<file path="src/mem_pkg.sv">
// Memory stage package
// Data widths, instruction-class and load/store-width encodings,
// and bit positions of the pipeline stall vector

package mem_pkg;

    // Datapath widths
    localparam int XLEN   = 32;
    localparam int REG_AW = 5;
    localparam int RAM_AW = 8;              // 256 words
    localparam int NBYTES = XLEN / 8;       // Byte lanes per word

    // Stall vector, one bit per pipeline register
    localparam int STALL_W   = 5;
    localparam int STALL_PC  = 0;
    localparam int STALL_IF  = 1;
    localparam int STALL_ID  = 2;
    localparam int STALL_EX  = 3;           // Holds ex_mem
    localparam int STALL_MEM = 4;           // Holds mem_wb

    // Instruction class seen by the memory stage
    typedef enum logic [1:0] {
        INST_ALU   = 2'd0,
        INST_LOAD  = 2'd1,
        INST_STORE = 2'd2,
        INST_NOP   = 2'd3
    } inst_class_e;

    // Load/store width, same code as RISC-V funct3
    typedef enum logic [2:0] {
        LS_B  = 3'b000,
        LS_H  = 3'b001,
        LS_W  = 3'b010,
        LS_BU = 3'b100,
        LS_HU = 3'b101
    } ls_width_e;

endpackage

</file>
<file path="src/ex_mem_if.sv">
// Execute-to-memory bundle
// Carries the latched execute results from the pipeline register
// to the load/store unit

`timescale 1ns/1ns

interface ex_mem_if import mem_pkg::*; ();

    inst_class_e              inst_class;
    logic                     rd_ena;
    logic        [REG_AW-1:0] rd_addr;
    logic        [XLEN-1:0]   rd_data;   // ALU result, also the load/store address
    logic        [XLEN-1:0]   st_data;
    ls_width_e                ls_width;
    logic        [XLEN-1:0]   pc;
    logic        [XLEN-1:0]   inst;

    modport producer (
        output inst_class, rd_ena, rd_addr, rd_data, st_data, ls_width, pc, inst
    );

    modport consumer (
        input  inst_class, rd_ena, rd_addr, rd_data, st_data, ls_width, pc, inst
    );

endinterface

</file>
<file path="src/lsu.sv">
// Load/store unit
// Drives the data RAM from the latched execute results, places store bytes
// in their lanes and extends load data; a load waits one cycle for the RAM

`timescale 1ns/1ns

module lsu import mem_pkg::*; (
    input  logic                clk,
    input  logic                rst_n_i,
    input  logic [STALL_W-1:0]  stall_i,
    ex_mem_if.consumer          exm_i,
    output logic [RAM_AW-1:0]   ram_addr_o,
    output logic [NBYTES-1:0]   ram_we_o,
    output logic [XLEN-1:0]     ram_wdata_o,
    input  logic [XLEN-1:0]     ram_rdata_i,
    output logic                mem_stall_req_o,
    output logic                res_rd_ena_o,
    output logic [REG_AW-1:0]   res_rd_addr_o,
    output logic [XLEN-1:0]     res_rd_data_o,
    output logic [XLEN-1:0]     res_pc_o
);

    logic              is_load;
    logic              is_store;
    logic [1:0]        lane;
    logic              load_wait;
    logic [NBYTES-1:0] byte_en;
    logic [XLEN-1:0]   rdata_sh;
    logic [XLEN-1:0]   load_data;
    logic              misaligned;

    assign is_load  = (exm_i.inst_class == INST_LOAD);
    assign is_store = (exm_i.inst_class == INST_STORE);
    assign lane     = exm_i.rd_data[1:0];

    assign ram_addr_o = exm_i.rd_data[RAM_AW+1:2];

    // Store lane placement
    always_comb begin
        case (exm_i.ls_width)
            LS_B, LS_BU: begin
                ram_wdata_o = {NBYTES{exm_i.st_data[7:0]}};
                byte_en     = 4'b0001 << lane;
            end
            LS_H, LS_HU: begin
                ram_wdata_o = {(NBYTES/2){exm_i.st_data[15:0]}};
                byte_en     = 4'b0011 << lane;
            end
            default: begin
                ram_wdata_o = exm_i.st_data;
                byte_en     = '1;
            end
        endcase
    end

    // No write while writeback is stalled, the store stays and retries later
    assign ram_we_o = (is_store && !stall_i[STALL_MEM]) ? byte_en : '0;

    // First load cycle issues the read and asks for a stall
    assign mem_stall_req_o = is_load && !load_wait;

    always_ff @(posedge clk or negedge rst_n_i) begin
        if (!rst_n_i) begin
            load_wait <= 1'b0;
        end else if (!stall_i[STALL_MEM]) begin
            load_wait <= mem_stall_req_o;
        end
    end

    // Lane select and extension of the returned word
    assign rdata_sh = ram_rdata_i >> {lane, 3'b000};

    always_comb begin
        case (exm_i.ls_width)
            LS_B:    load_data = {{(XLEN-8){rdata_sh[7]}}, rdata_sh[7:0]};
            LS_BU:   load_data = {{(XLEN-8){1'b0}}, rdata_sh[7:0]};
            LS_H:    load_data = {{(XLEN-16){rdata_sh[15]}}, rdata_sh[15:0]};
            LS_HU:   load_data = {{(XLEN-16){1'b0}}, rdata_sh[15:0]};
            default: load_data = rdata_sh;
        endcase
    end

    // Stores never write back, a load only once its data is back
    always_comb begin
        case (exm_i.inst_class)
            INST_ALU:  res_rd_ena_o = exm_i.rd_ena;
            INST_LOAD: res_rd_ena_o = exm_i.rd_ena && load_wait;
            default:   res_rd_ena_o = 1'b0;
        endcase
    end

    assign res_rd_addr_o = exm_i.rd_addr;
    assign res_rd_data_o = is_load ? load_data : exm_i.rd_data;
    assign res_pc_o      = exm_i.pc;

    always_comb begin
        case (exm_i.ls_width)
            LS_H, LS_HU: misaligned = lane[0];
            LS_W:        misaligned = |lane;
            default:     misaligned = 1'b0;
        endcase
    end

    a_aligned: assert property (
        @(posedge clk) disable iff (!rst_n_i)
        (is_load || is_store) |-> !misaligned
    );

endmodule

</file>
<file path="src/flat_wrapper.sv">
// flat-port wrapper written by rule: the top's interface ports become plain ports
module lsu_flat import mem_pkg::*;
  (clk, rst_n_i, stall_i, ram_addr_o, ram_we_o, ram_wdata_o, ram_rdata_i, mem_stall_req_o, res_rd_ena_o, res_rd_addr_o, res_rd_data_o, res_pc_o, exm_i_inst_class, exm_i_rd_ena, exm_i_rd_addr, exm_i_rd_data, exm_i_st_data, exm_i_ls_width, exm_i_pc, exm_i_inst);
  ex_mem_if exm_i_i ();
  input  logic clk;
  input  logic rst_n_i;
  input  logic [STALL_W-1:0] stall_i;
  output logic [RAM_AW-1:0] ram_addr_o;
  output logic [NBYTES-1:0] ram_we_o;
  output logic [XLEN-1:0] ram_wdata_o;
  input  logic [XLEN-1:0] ram_rdata_i;
  output logic mem_stall_req_o;
  output logic res_rd_ena_o;
  output logic [REG_AW-1:0] res_rd_addr_o;
  output logic [XLEN-1:0] res_rd_data_o;
  output logic [XLEN-1:0] res_pc_o;
  input wire logic [$bits(exm_i_i.inst_class)-1:0] exm_i_inst_class;
  input wire logic [$bits(exm_i_i.rd_ena)-1:0] exm_i_rd_ena;
  input wire logic [$bits(exm_i_i.rd_addr)-1:0] exm_i_rd_addr;
  input wire logic [$bits(exm_i_i.rd_data)-1:0] exm_i_rd_data;
  input wire logic [$bits(exm_i_i.st_data)-1:0] exm_i_st_data;
  input wire logic [$bits(exm_i_i.ls_width)-1:0] exm_i_ls_width;
  input wire logic [$bits(exm_i_i.pc)-1:0] exm_i_pc;
  input wire logic [$bits(exm_i_i.inst)-1:0] exm_i_inst;
  assign exm_i_i.inst_class = exm_i_inst_class;
  assign exm_i_i.rd_ena = exm_i_rd_ena;
  assign exm_i_i.rd_addr = exm_i_rd_addr;
  assign exm_i_i.rd_data = exm_i_rd_data;
  assign exm_i_i.st_data = exm_i_st_data;
  assign exm_i_i.ls_width = exm_i_ls_width;
  assign exm_i_i.pc = exm_i_pc;
  assign exm_i_i.inst = exm_i_inst;
  lsu u_core (.clk(clk), .rst_n_i(rst_n_i), .stall_i(stall_i), .exm_i(exm_i_i), .ram_addr_o(ram_addr_o), .ram_we_o(ram_we_o), .ram_wdata_o(ram_wdata_o), .ram_rdata_i(ram_rdata_i), .mem_stall_req_o(mem_stall_req_o), .res_rd_ena_o(res_rd_ena_o), .res_rd_addr_o(res_rd_addr_o), .res_rd_data_o(res_rd_data_o), .res_pc_o(res_pc_o));
endmodule
</file>
<file path="config.mk">
export PLATFORM = sky130hd
export DESIGN_NAME = lsu_flat
export DESIGN_NICKNAME = d
export VERILOG_FILES = /design/src/mem_pkg.sv /design/src/ex_mem_if.sv /design/src/lsu.sv /design/src/flat_wrapper.sv
export SDC_FILE = /design/constraint.sdc
export NUM_CORES = 1
export LEC_CHECK = 0
export ABC_AREA = 1
export BUFFER_PORTS_ARGS = -buffer_cell sky130_fd_sc_hd__buf_2
export CORE_AREA = 2 2 112 114
export CTS_BUF_LIST = sky130_fd_sc_hd__clkbuf_8 sky130_fd_sc_hd__clkbuf_16
export CTS_CLUSTER_DIAMETER = 80
export DETAILED_ROUTE_END_ITERATION = 16
export DIE_AREA = 0 0 114 116
export PLACE_DENSITY = 0.55
export SLEW_MARGIN = 20
export SYNTH_ARGS = -nofsm -noshare
export SYNTH_HDL_FRONTEND = slang
export SYNTH_SLANG_ARGS = --single-unit
</file>
<file path="constraint.sdc">
create_clock -name clk -period 1.3 [get_ports clk]
set_input_delay 0.13 -clock clk [delete_from_list [all_inputs] [get_ports clk]]
set_output_delay 0.13 -clock clk [all_outputs]
set_load 0.05 [all_outputs]
</file>
After elaboration in Yosys (flattened, before gate mapping) --
Index checks and enable logic that the tools add are counted.
Storage, ports and cells: register bits after elaboration 1, bits in latches 0, RAM bits 0, ROM bits 0, output and inout bits 115, word-level logic and storage cells 24, memories 0
Operators by class: add/sub/neg operators 0, $mul 0, div/mod/pow operators 0, $lt $le $gt $ge 0, equality and inequality tests 5, shift operators 3, mux-type cells 6, bitwise logic cells 0, reductions and logical operators 9
Operators with widths (count):
- case mux 32 bit (4 select lines) | 1
- case mux 32 bit (2 select lines) | 1
- 2-to-1 mux 32 bit | 1
- >> shifter 32 x 5 -> 32 bit | 1
- case mux 4 bit (2 select lines) | 1
- == test 3 bit (second input constant) | 2
- 2-to-1 mux 4 bit | 1
- OR reduction 2 bit | 2
- left shift 1 x 2 -> 4 bit (first input constant) | 1
- left shift 2 x 2 -> 4 bit (first input constant) | 1
- == test 3 x 1 -> 1 bit (second input constant) | 1
- logical AND 1 bit | 3
- zero test 3 bit | 1
- == test 2 x 1 -> 1 bit (second input constant) | 1
- == test 2 bit (second input constant) | 1
- zero test 1 bit | 2
- zero test 2 bit | 1
- case mux 1 bit (2 select lines) | 1

Depth between registers and ports, before layout --
Gate-level depths: netlist of run 1.
depth in word-level cells 4, gate-level depth with buffers 9, mapped depth without buffers 8

Worst setup path before layout of run 1 --
OpenSTA, ideal clock, no wires.
kind input port to output port, from input exm_i_rd_data[0], to output res_rd_data_o[0], data arrival time 1.772 ns, data required time 1.170 ns, slack -0.602 ns, stages on the path 5, path buffers 2, path through inv_1 buf_4 buf_4 nor2_1 o31ai_1
Between the ends: word-level cells in the longest chain between the ends 3
Ends and longest elaborated chain:
- start, declared | line flat_wrapper.sv:20 | input wire logic [$bits(exm_i_i.rd_data)-1:0] exm_i_rd_data;
- >> shifter 32 x 5 -> 32 bit | line lsu.sv:71 | assign rdata_sh = ram_rdata_i >> {lane, 3'b000};
- case mux 32 bit (4 select lines) | line lsu.sv:74 | case (exm_i.ls_width)
- 2-to-1 mux 32 bit * | line lsu.sv:93 | assign res_rd_data_o = is_load ? load_data : exm_i.rd_data;
- end, declared | line flat_wrapper.sv:15 | output logic [XLEN-1:0] res_rd_data_o;
Every way passes the cells marked *; elsewhere a longest branch is shown, timed or not.

Worst setup path after layout of run 1 --
from input exm_i_ls_width[1], to output res_rd_data_o[26]
Between the ends: word-level cells in the longest chain between the ends 3
Ends and longest elaborated chain:
- start, declared | line flat_wrapper.sv:22 | input wire logic [$bits(exm_i_i.ls_width)-1:0] exm_i_ls_width;
- == test 3 bit, or another cell as far along
- case mux 32 bit (4 select lines) * | line lsu.sv:74
- 2-to-1 mux 32 bit * | line lsu.sv:93
Marks and branches as above.

==> flow_metrics.py, run 1 <==
metrics = {
    "global_route": {
        "grt_max_degree": 27,
        "grt.total_usage_pct": 13.5,
        "grt_antenna_before_repair": 0,
        "grt_pass1_vias": 2700,
        "grt_pass1_wl_um": 14500,
        "grt-ovfl-total": 0,
    },
    "final_layout": {
        "largest_reg_flops": 1,
        "synthToLayoutAreaGrowth_pct": 94.0,
        "biggestRegsByFlops": "u_core.load_wait x1",
        "multi_input_area_um2": 1890,
        "regMostFlops": "u_core.load_wait",
        "fillers": 1326,
        "regArea_um2": 25.0,
        "layout.nets": 749,
        "drive_gt1_share_pct": 62.2,
        "diodes": 0,
        "stdcell_area_um2": 4070,
    },
    "synthesis": {
        "ys_ff_latch": 1,
        "synth-main-ff-cell": "dfrtp_1",
        "yosysTopAreaCell": "nand2_1",
        "netlist_area_um2": 2100,
        "synth_top_area_share_pct": 24.5,
        "netlist_top_cells_area": "nand2_1 (25%), buf_4 (20%), nand3_1 (6.9%)",
        "synth.top_cells.by_count": "nand2_1 (137), buf_4 (56), nor2_1 (36)",
        "ys_seq_area_share_pct": 1.19,
        "yosysWarnings": 0,
        "synthArstFlopShare_pct": 100,
        "syn_avg_cell_area_um2": 5.23,
        "synth_edf_count": 0,
        "synth_most_common_cell": "nand2_1",
        "synth.distinct_cells": 30,
        "synth_nets": 579,
        "synthCells": 401,
    },
    "sta": {
        "fin_crit_ns": 1.38,
        "slew_viol_final": 0,
        "fin_worst_skew_ns": 0,
        "period_share_pct": 106,
        "setup_viol": 24,
        "fin_setup_tns_ns": -0.833,
        "max-slew-margin-rel_pct": 81.7,
        "rsz0062_at_grt": "true",
        "hold_viol": 0,
        "worstMarginPinSlew_ns": 0.276,
        "max_freq_ghz": 0.724,
        "timing.final.ws_setup_ns": -0.0814,
    },
    "setup_path": {
        "cp.arrival_ns": 1.25,
        "critPathSlowestCell": "nor2_4",
        "cpLargestDelayFamily": "buffers and inverters",
        "critical_path_required_ns": 1.17,
        "criticalPathCategory": "input pin to output port",
        "reg2reg_depth": 3,
        "crit_top_cell": "buf_6",
        "worst-path-max-fanout": 8,
        "rr_startpoint": "u_core.load_wait",
        "r2r_end": "u_core.load_wait",
        "critPathLaunchType": "input pin",
        "cp-end-kind": "output port",
        "reg2reg_setup_slack_ns": 0.59,
        "cp_cell_sequence": "buf_8, buf_6, inv_8, buf_12, nor2_4, inv_6, nor2_2, nor2_1, nand3_2, nand2_1, inv_1, buf_6",
        "path_buf_inv": 7,
        "cpPeakStageDelay_ns": 0.18,
    },
    "detailed_routing": {
        "drtPass1Iterations": 4,
        "wl_met1_um": 4960,
        "wl_um": 10400,
        "routed.top_layer": "met4",
        "wl_met3_um": 581,
        "detail_route.vias_per_cell": 4.24,
        "ant_nets": 0,
        "vias": 3039,
        "avgRoutedWirePerCell_um": 14.5,
        "drt_iter0_drc": 108,
        "dr_wl_met2_um": 4680,
        "drc": 0,
    },
    "die": {
        "die_w_um": 114,
        "die_y_um": 116,
        "core-area_um2": 11900,
        "initial_core_util_pct": 17.6,
        "rows": 40,
        "die_area_um2": 13200,
        "io_pins": 293,
    },
    "min_path": {
        "hold_depth": 0,
        "min_to": "res_pc_o[27]",
        "hold_path_class": "input pin to output port",
        "hold_start": "exm_i_pc[27]",
    },
    "outcome": {
        "violations": "setup timing",
        "outcome": "complete, but fails checks",
    },
    "power": {
        "leakage_nw": 2.19,
        "ir_drop_mv": 0.287,
        "p_per_area_nw_per_um2": 539,
    },
    "place": {
        "placed_area_um2": 3220,
        "io_buffers": 182,
        "gp_congestion": 0.856,
        "dpl.hpwl_um": 8100,
    },
    "clocking": {
        "worst_skew_pair.late_latency_ns": 0,
    },
    "job": {
        "max-cap-violations": 0,
    },
}
routing by layer:
metal / GRT usage (%) / vias to the layer above
met5: 0 / -
met4: 1.71 / 0
li1: - / 1552
met3: 1.62 / 18
met2: 21.5 / 115
met1: 20.1 / 1354
metrics by stage:
stage	cells	setup WS [ns]	util, %	hold slack, ns	total power, mW
3_5_place_dp	698	-0.262	27.0	-0.0900	1.82
3_3_place_gp	698	-0.279	27.0	-0.0896	1.82
5_1_grt	716	-0.174	34.1	0.260	2.32
2_1_floorplan	401	-0.283	-	-0.166	1.60
6_report	716	-0.0814	34.1	0.260	2.19
4_1_cts	704	-0.104	31.2	0.260	2.07
how the worst max path moves through the flow:
stage	startpoint	end	slack [ns]	depth (start not counted)
floorplan	exm_i_ls_width[1]	ram_wdata_o[10]	-0.28	3
global placement	exm_i_rd_data[0]	res_rd_data_o[19]	-0.28	10
detailed placement	exm_i_rd_data[0]	res_rd_data_o[14]	-0.26	8
CTS	exm_i_ls_width[1]	res_rd_data_o[30]	-0.10	12
global route	exm_i_ls_width[1]	res_rd_data_o[24]	-0.17	12
finish	exm_i_ls_width[1]	res_rd_data_o[26]	-0.08	12
report_power, final:
group          switching [mW]  leakage (nW)  total, mW  internal (mW)
Combinational            1.37          2.18       2.15          0.787
Clock                       0             0          0              0
Sequential            0.00196        0.0121     0.0366         0.0346
logic make-up after synthesis:
logic type | after synthesis | share of synthesized area, %
compound gates | 46 | 13.1
buf+inv | 108 | 31.2
simple gates | 246 | 54.5
flops | 1 | 1.19
area by class of cell:
class	instances	area share [%]
timing repair buffer	238	44.4
tap	147	4.52
multi-input combinational	294	46.5
inverter	36	3.94
sequential	1	0.615
timing repair:
action                                  CTS  global route
endpoints found under the setup margin   40            40
gates resized for setup                 130            52
setup buffers                             3             8
hold buffers                              1             0
gates cloned                              2             4
pin swaps                                28            40
endpoints found under the hold margin     1             0
layout by cell type, fill, tap and decap left out, types with 5 or more instances in the layout:
master	synthesis	layout
o21ai_1	5	5
nand3_2	13	18
nand2_2	3	13
buf_2	5	137
a21oi_4	0	10
nor2_4	2	9
nor2_1	36	23
or2_2	16	16
buf_4	56	40
nor2_2	3	9
o211ai_1	7	7
buf_12	0	8
nand2_4	3	12
a21oi_2	0	8
buf_6	4	46
inv_1	27	26
nand2_1	137	117
nand3_1	29	23
Power figures use the tool's default switching activity.
==> run 2: changes to the inputs <==
PLACE_DENSITY = not set   (was 0.55)
PLACE_DENSITY_LB_ADDON = 0.08   (was not set)
==> run 2 against run 1 <==
Effect of this change: the flow still finishes with violations (setup timing); sequential share of layout area barely moved; combinational power barely moved; setup slack improved by 0.058 ns; critical path depth fell by 2; global-route usage fell by 0.14 points; maximum frequency rose by 4.4%; core utilization fell by 0.99 points; register-to-register slack barely moved; total power fell by 1.4%; final cell count fell by 1.3%; sequential power barely moved; die area did not move; critical endpoint is now res_rd_data_o[19]; highest routed layer unchanged.
==> flow_metrics.py, run 2 (synthesis gave the netlist of run 1 again) <==
metrics = {
    "setup_path": {
        "critical_path_required_ns": 1.17,
        "criticalPathCategory": "input pin to output port",
        "cp.arrival_ns": 1.19,
        "critPathLaunchType": "input pin",
        "rr_startpoint": "u_core.load_wait",
        "cp_cell_sequence": "buf_8, buf_12, nor2_4, nand2_2, nand2_4, nand2_8, nand3_2, nand2_1, inv_1, buf_6",
        "reg2reg_depth": 3,
        "r2r_end": "u_core.load_wait",
        "critPathSlowestCell": "nand2_4",
        "cp-end-kind": "output port",
        "startpoint": "exm_i_rd_data[0]",
        "worst-path-max-fanout": 8,
        "reg2reg_setup_slack_ns": 0.60,
        "cpPeakStageDelay_ns": 0.15,
        "setup.worst_path.end": "res_rd_data_o[19]",
    },
    "die": {
        "die_y_um": 116,
        "rows": 40,
        "core-area_um2": 11900,
        "die_area_um2": 13200,
        "io_pins": 293,
        "initial_core_util_pct": 17.6,
        "die_w_um": 114,
    },
    "detailed_routing": {
        "drt_iter0_drc": 96,
        "detail_route.vias_per_cell": 4.20,
        "drtPass1Iterations": 4,
        "vias": 2969,
        "ant_nets": 0,
        "wl_um": 9810,
        "avgRoutedWirePerCell_um": 13.9,
        "drc": 0,
    },
    "sta": {
        "max_freq_ghz": 0.756,
        "slew_viol_final": 0,
        "hold_viol": 0,
        "worstMarginPinSlew_ns": 0.272,
        "fin_worst_skew_ns": 0,
        "period_share_pct": 102,
        "rsz0062_at_grt": "true",
        "setup_viol": 9,
        "fin_crit_ns": 1.32,
        "timing.final.ws_setup_ns": -0.0233,
        "max-slew-margin-rel_pct": 82.0,
    },
    "final_layout": {
        "largest_reg_flops": 1,
        "regArea_um2": 25.0,
        "stdcell_area_um2": 3950,
        "synthToLayoutAreaGrowth_pct": 88.4,
        "regMostFlops": "u_core.load_wait",
        "multi_input_area_um2": 1890,
        "drive_gt1_share_pct": 62.1,
        "biggestRegsByFlops": "u_core.load_wait x1",
        "utilization_pct": 33.2,
        "layout.nets": 739,
        "final_common_cell": "buf_2",
        "final_cell_mix": "buf_2 (136), nand2_1 (121), buf_6 (41)",
        "fillers": 1344,
    },
    "global_route": {
        "grt_pass1_vias": 2819,
        "grtUsageMet2_pct": 23.1,
        "grt.total_usage_pct": 13.4,
        "use_met1_pct": 18.1,
        "grt_max_degree": 23,
        "grt_antenna_before_repair": 1,
        "met3_usage_pct": 1.46,
        "grt-ovfl-total": 0,
        "top_usage_layer": "met2",
        "grt_pass1_wl_um": 14400,
    },
    "place": {
        "io_buffers": 182,
        "dpl.hpwl_um": 7990,
        "gp_congestion": 0.792,
        "placed_area_um2": 3200,
    },
    "clocking": {
        "worst_skew_pair.late_latency_ns": 0,
    },
    "outcome": {
        "outcome": "complete, but fails checks",
        "violations": "setup timing",
    },
    "job": {
        "max-cap-violations": 0,
    },
    "power": {
        "leakage_nw": 2.11,
        "p_per_area_nw_per_um2": 547,
        "ir_drop_mv": 0.207,
        "total_power_mw": 2.16,
    },
    "min_path": {
        "hold_path_class": "input pin to output port",
    },
}
-- run 2: where the power goes --
part           internal (mW)   total [mW]  leakage (nW)  switching [mW]
sequential            0.0346       0.0365        0.0121         0.00191
clock            0.000000103  0.000000103    0.00000634               0
combinational          0.771         2.12          2.10            1.35
-- run 2: layout make-up --
type | instances | share of cell area (%)
diodes | 1 | 0.0634
repair buffers | 228 | 42.5
well taps | 147 | 4.66
inverters | 36 | 4.40
flip-flops and latches | 1 | 0.634
multi-input cells | 294 | 47.8
-- run 2: per-stage QoR --
step,setup slack (ns),hold slack (ns),cells,setup TNS (ns)
6_report,-0.0233,0.260,707,-0.143
5_1_grt,-0.101,0.260,707,-1.60
4_1_cts,-0.0796,0.260,701,-1.31
3_5_place_dp,-0.263,-0.0928,696,-6.41
3_3_place_gp,-0.243,-0.0952,696,-6.37
2_1_floorplan,-0.283,-0.166,401,-1.32
-- run 2: critical path, delay by kind of cell --
family | cells | cell delay (ns)
AND/OR/NAND/NOR | 6 | 0.60
buffers and inverters | 4 | 0.45
-- run 2: timing repair --
action | CTS | global route
setup endpoints to repair | 40 | 38
hold buffers | 1 | 0
pin swaps | 21 | 21
resized for setup | 110 | 66
hold endpoints to repair | 1 | 0
setup buffers | 2 | 4
gates cloned | 2 | 1
-- run 2: how the worst min path moves through the flow --
stage	start	endpoint	slack [ns]	cells after the start
2_1_floorplan	rst_n_i	u_core.load_wait	-0.17	0
3_3_place_gp	rst_n_i	u_core.load_wait	-0.1	1
3_5_place_dp	rst_n_i	u_core.load_wait	-0.09	1
4_1_cts	exm_i_pc[12]	res_pc_o[12]	0.26	0
5_1_grt	exm_i_pc[26]	res_pc_o[26]	0.26	0
6_report	exm_i_rd_addr[1]	res_rd_addr_o[1]	0.26	0
-- run 2: routing by layer --
| layer | part of all wire [%] | vias to the layer above | wire, um |
|---|---|---|---|
| li1 | - | 1534 | - |
| met1 | 45 | 1299 | 4430 |
| met2 | 46 | 114 | 4560 |
| met3 | 6.4 | 22 | 623 |
| met4 | 2.0 | 0 | 193 |
| met5 | 0 | - | 0 |
==> run 3: changes to the inputs <==
CORE_AREA = 2 2 113 115   (was 2 2 112 114)
DIE_AREA = 0 0 115 117   (was 0 0 114 116)
==> run 3 against run 2 <==
Effect of this change: the flow still finishes with violations (setup timing); critical path type unchanged; register-to-register slack hardly changed; critical endpoint is now res_rd_data_o[18]; clock skew stayed put; wire length is 4.8% higher; critical path depth stayed put; core utilization is 0.31 points higher; largest cell class unchanged; global-route usage is 1.1 points higher; sequential power hardly changed; via count is 1.9% higher; sequential cell count stayed put; first-iteration DRC count is 5.2% higher.
==> flow_metrics.py, run 3 (synthesis gave the netlist of run 1 again) <==
metrics = {
    "outcome": {
        "outcome": "complete, but fails checks",
        "violations": "setup timing",
    },
    "min_path": {
        "hold_start": "exm_i_pc[13]",
        "hold_path_class": "input pin to output port",
    },
    "final_layout": {
        "drive_gt1_share_pct": 65.0,
        "final_cell_mix": "buf_2 (140), nand2_1 (110), buf_6 (43)",
        "fillers": 1407,
        "biggestRegsByFlops": "u_core.load_wait x1",
        "synthToLayoutAreaGrowth_pct": 96.6,
        "layout.nets": 743,
        "diodes": 0,
        "regMostFlops": "u_core.load_wait",
        "largest_reg_flops": 1,
        "stdcell_area_um2": 4120,
        "final_common_cell": "buf_2",
        "instances_no_fill": 713,
    },
    "setup_path": {
        "path_buf_inv": 4,
        "rr_startpoint": "u_core.load_wait",
        "critPathLaunchType": "input pin",
        "cpLargestDelayFamily": "simple AND/OR/NAND/NOR gates",
        "criticalPathCategory": "input pin to output port",
        "critical_path_required_ns": 1.17,
        "cpPeakStageDelay_ns": 0.15,
        "critPathSlowestCell": "buf_12",
        "worst-path-max-fanout": 8,
        "cp.arrival_ns": 1.20,
        "cp_cell_sequence": "buf_8, buf_12, nor2_4, nand2_2, nand2_4, nand2_8, nand3_2, nand2_1, inv_1, buf_6",
        "cp-end-kind": "output port",
        "startpoint": "exm_i_rd_data[0]",
    },
    "power": {
        "combPwrFrac_pct": 98.4,
        "seq_power_share_pct": 1.6,
        "power_switching_mw": 1.40,
        "leakage_nw": 2.15,
        "p_per_area_nw_per_um2": 542,
        "ir_drop_mv": 0.248,
        "power_switching_share_pct": 62.6,
        "p_int_mw": 0.835,
        "p_clk_share_pct": 0,
    },
    "place": {
        "dp_cells": 701,
        "gp_congestion": 0.820,
        "io_buffers": 182,
        "dpl.hpwl_um": 8200,
        "placed_area_um2": 3210,
    },
    "detailed_routing": {
        "vias": 3026,
        "drc": 0,
        "wl_um": 10300,
        "drt_iter0_drc": 101,
        "detail_route.vias_per_cell": 4.24,
        "ant_nets": 0,
        "avgRoutedWirePerCell_um": 14.4,
        "drtPass1Iterations": 5,
    },
    "die": {
        "die_w_um": 115,
        "initial_core_util_pct": 17.0,
        "die_area_um2": 13500,
        "die_y_um": 117,
        "core-area_um2": 12300,
        "io_pins": 293,
        "rows": 41,
    },
    "sta": {
        "worstMarginPinSlew_ns": 0.279,
        "max_freq_ghz": 0.752,
        "timing.final.ws_setup_ns": -0.0302,
        "period_share_pct": 102,
        "max-slew-margin-rel_pct": 81.5,
        "slew_viol_final": 0,
        "fin_hold_ws_ns": 0.260,
        "rsz0062_at_grt": "true",
        "fin_crit_ns": 1.33,
        "hold_viol": 0,
        "fin_worst_skew_ns": 0,
        "setup_viol": 10,
    },
    "global_route": {
        "grt_antenna_before_repair": 0,
        "grt_max_degree": 17,
        "grt-ovfl-total": 0,
        "grt_pass1_vias": 2889,
        "grt.total_usage_pct": 14.5,
        "grt_pass1_wl_um": 15400,
    },
    "job": {
        "max-cap-violations": 0,
    },
    "clocking": {
        "worst_skew_pair.late_latency_ns": 0,
    },
}
## run 3: per-stage QoR
| step | util (%) | setup slack, ns | power (mW) | setup TNS [ns] |
|---|---|---|---|---|
| finish | 33.5 | -0.0302 | 2.23 | -0.213 |
| CTS | 32.5 | -0.0271 | 2.20 | -0.147 |
| floorplan | - | -0.283 | 1.60 | -1.32 |
| global route | 33.5 | -0.0898 | 2.37 | -1.82 |
| global placement | 26.1 | -0.280 | 1.85 | -6.65 |
| detailed placement | 26.1 | -0.270 | 1.85 | -6.49 |
## run 3: area by class of cell
type	instances	area (um2)	area share (%)
multi-input combinational	294	2020	49.0
timing repair buffer	232	1730	41.9
tap	150	188	4.56
inverter	36	161	3.92
sequential	1	25.0	0.607
## run 3: power groups by stage
| stage | Sequential [mW] | Clock (mW) | Combinational [mW] |
|---|---|---|---|
| finish | 0.0368 | 0 | 2.20 |
| global route | 0.0371 | 0 | 2.34 |
| CTS | 0.0369 | 0 | 2.16 |
| detailed placement | 0.0367 | 0 | 1.81 |
| global placement | 0.0365 | 0 | 1.81 |
| floorplan | 0.0362 | 0 | 1.56 |
## run 3: final timing paths
| check | cells past startpoint | slack [ns] | end |
|---|---|---|---|
| hold / removal | 0 | 0.26 | res_pc_o[13] |
| max in group asynchronous | 2 | 0.77 | u_core.load_wait |
| setup / recovery | 10 | -0.03 | res_rd_data_o[18] |
| min in group asynchronous | 2 | 0.44 | u_core.load_wait |
| hold reg to reg | 3 | 0.61 | u_core.load_wait |
| setup reg to reg | 3 | 0.59 | u_core.load_wait |
## run 3: metal layers
metal / routed length [um] / share of wire, % / global-route usage (%) / up-vias
li1: - / - / - / 1540
met1: 4480 / 44 / 19.4 / 1353
met2: 5150 / 50 / 26.7 / 117
met3: 533 / 5.2 / 0.566 / 16
met4: 107 / 1.0 / 1.61 / 0
met5: 0 / 0 / 0 / -
## run 3: repair_timing
action,in CTS,in global routing
setup buffers,7,0
gates resized for setup,171,34
endpoints found under the setup margin,40,38
pin swaps,43,12
hold buffers,1,0
hold endpoints to repair,1,0
cloned,4,0
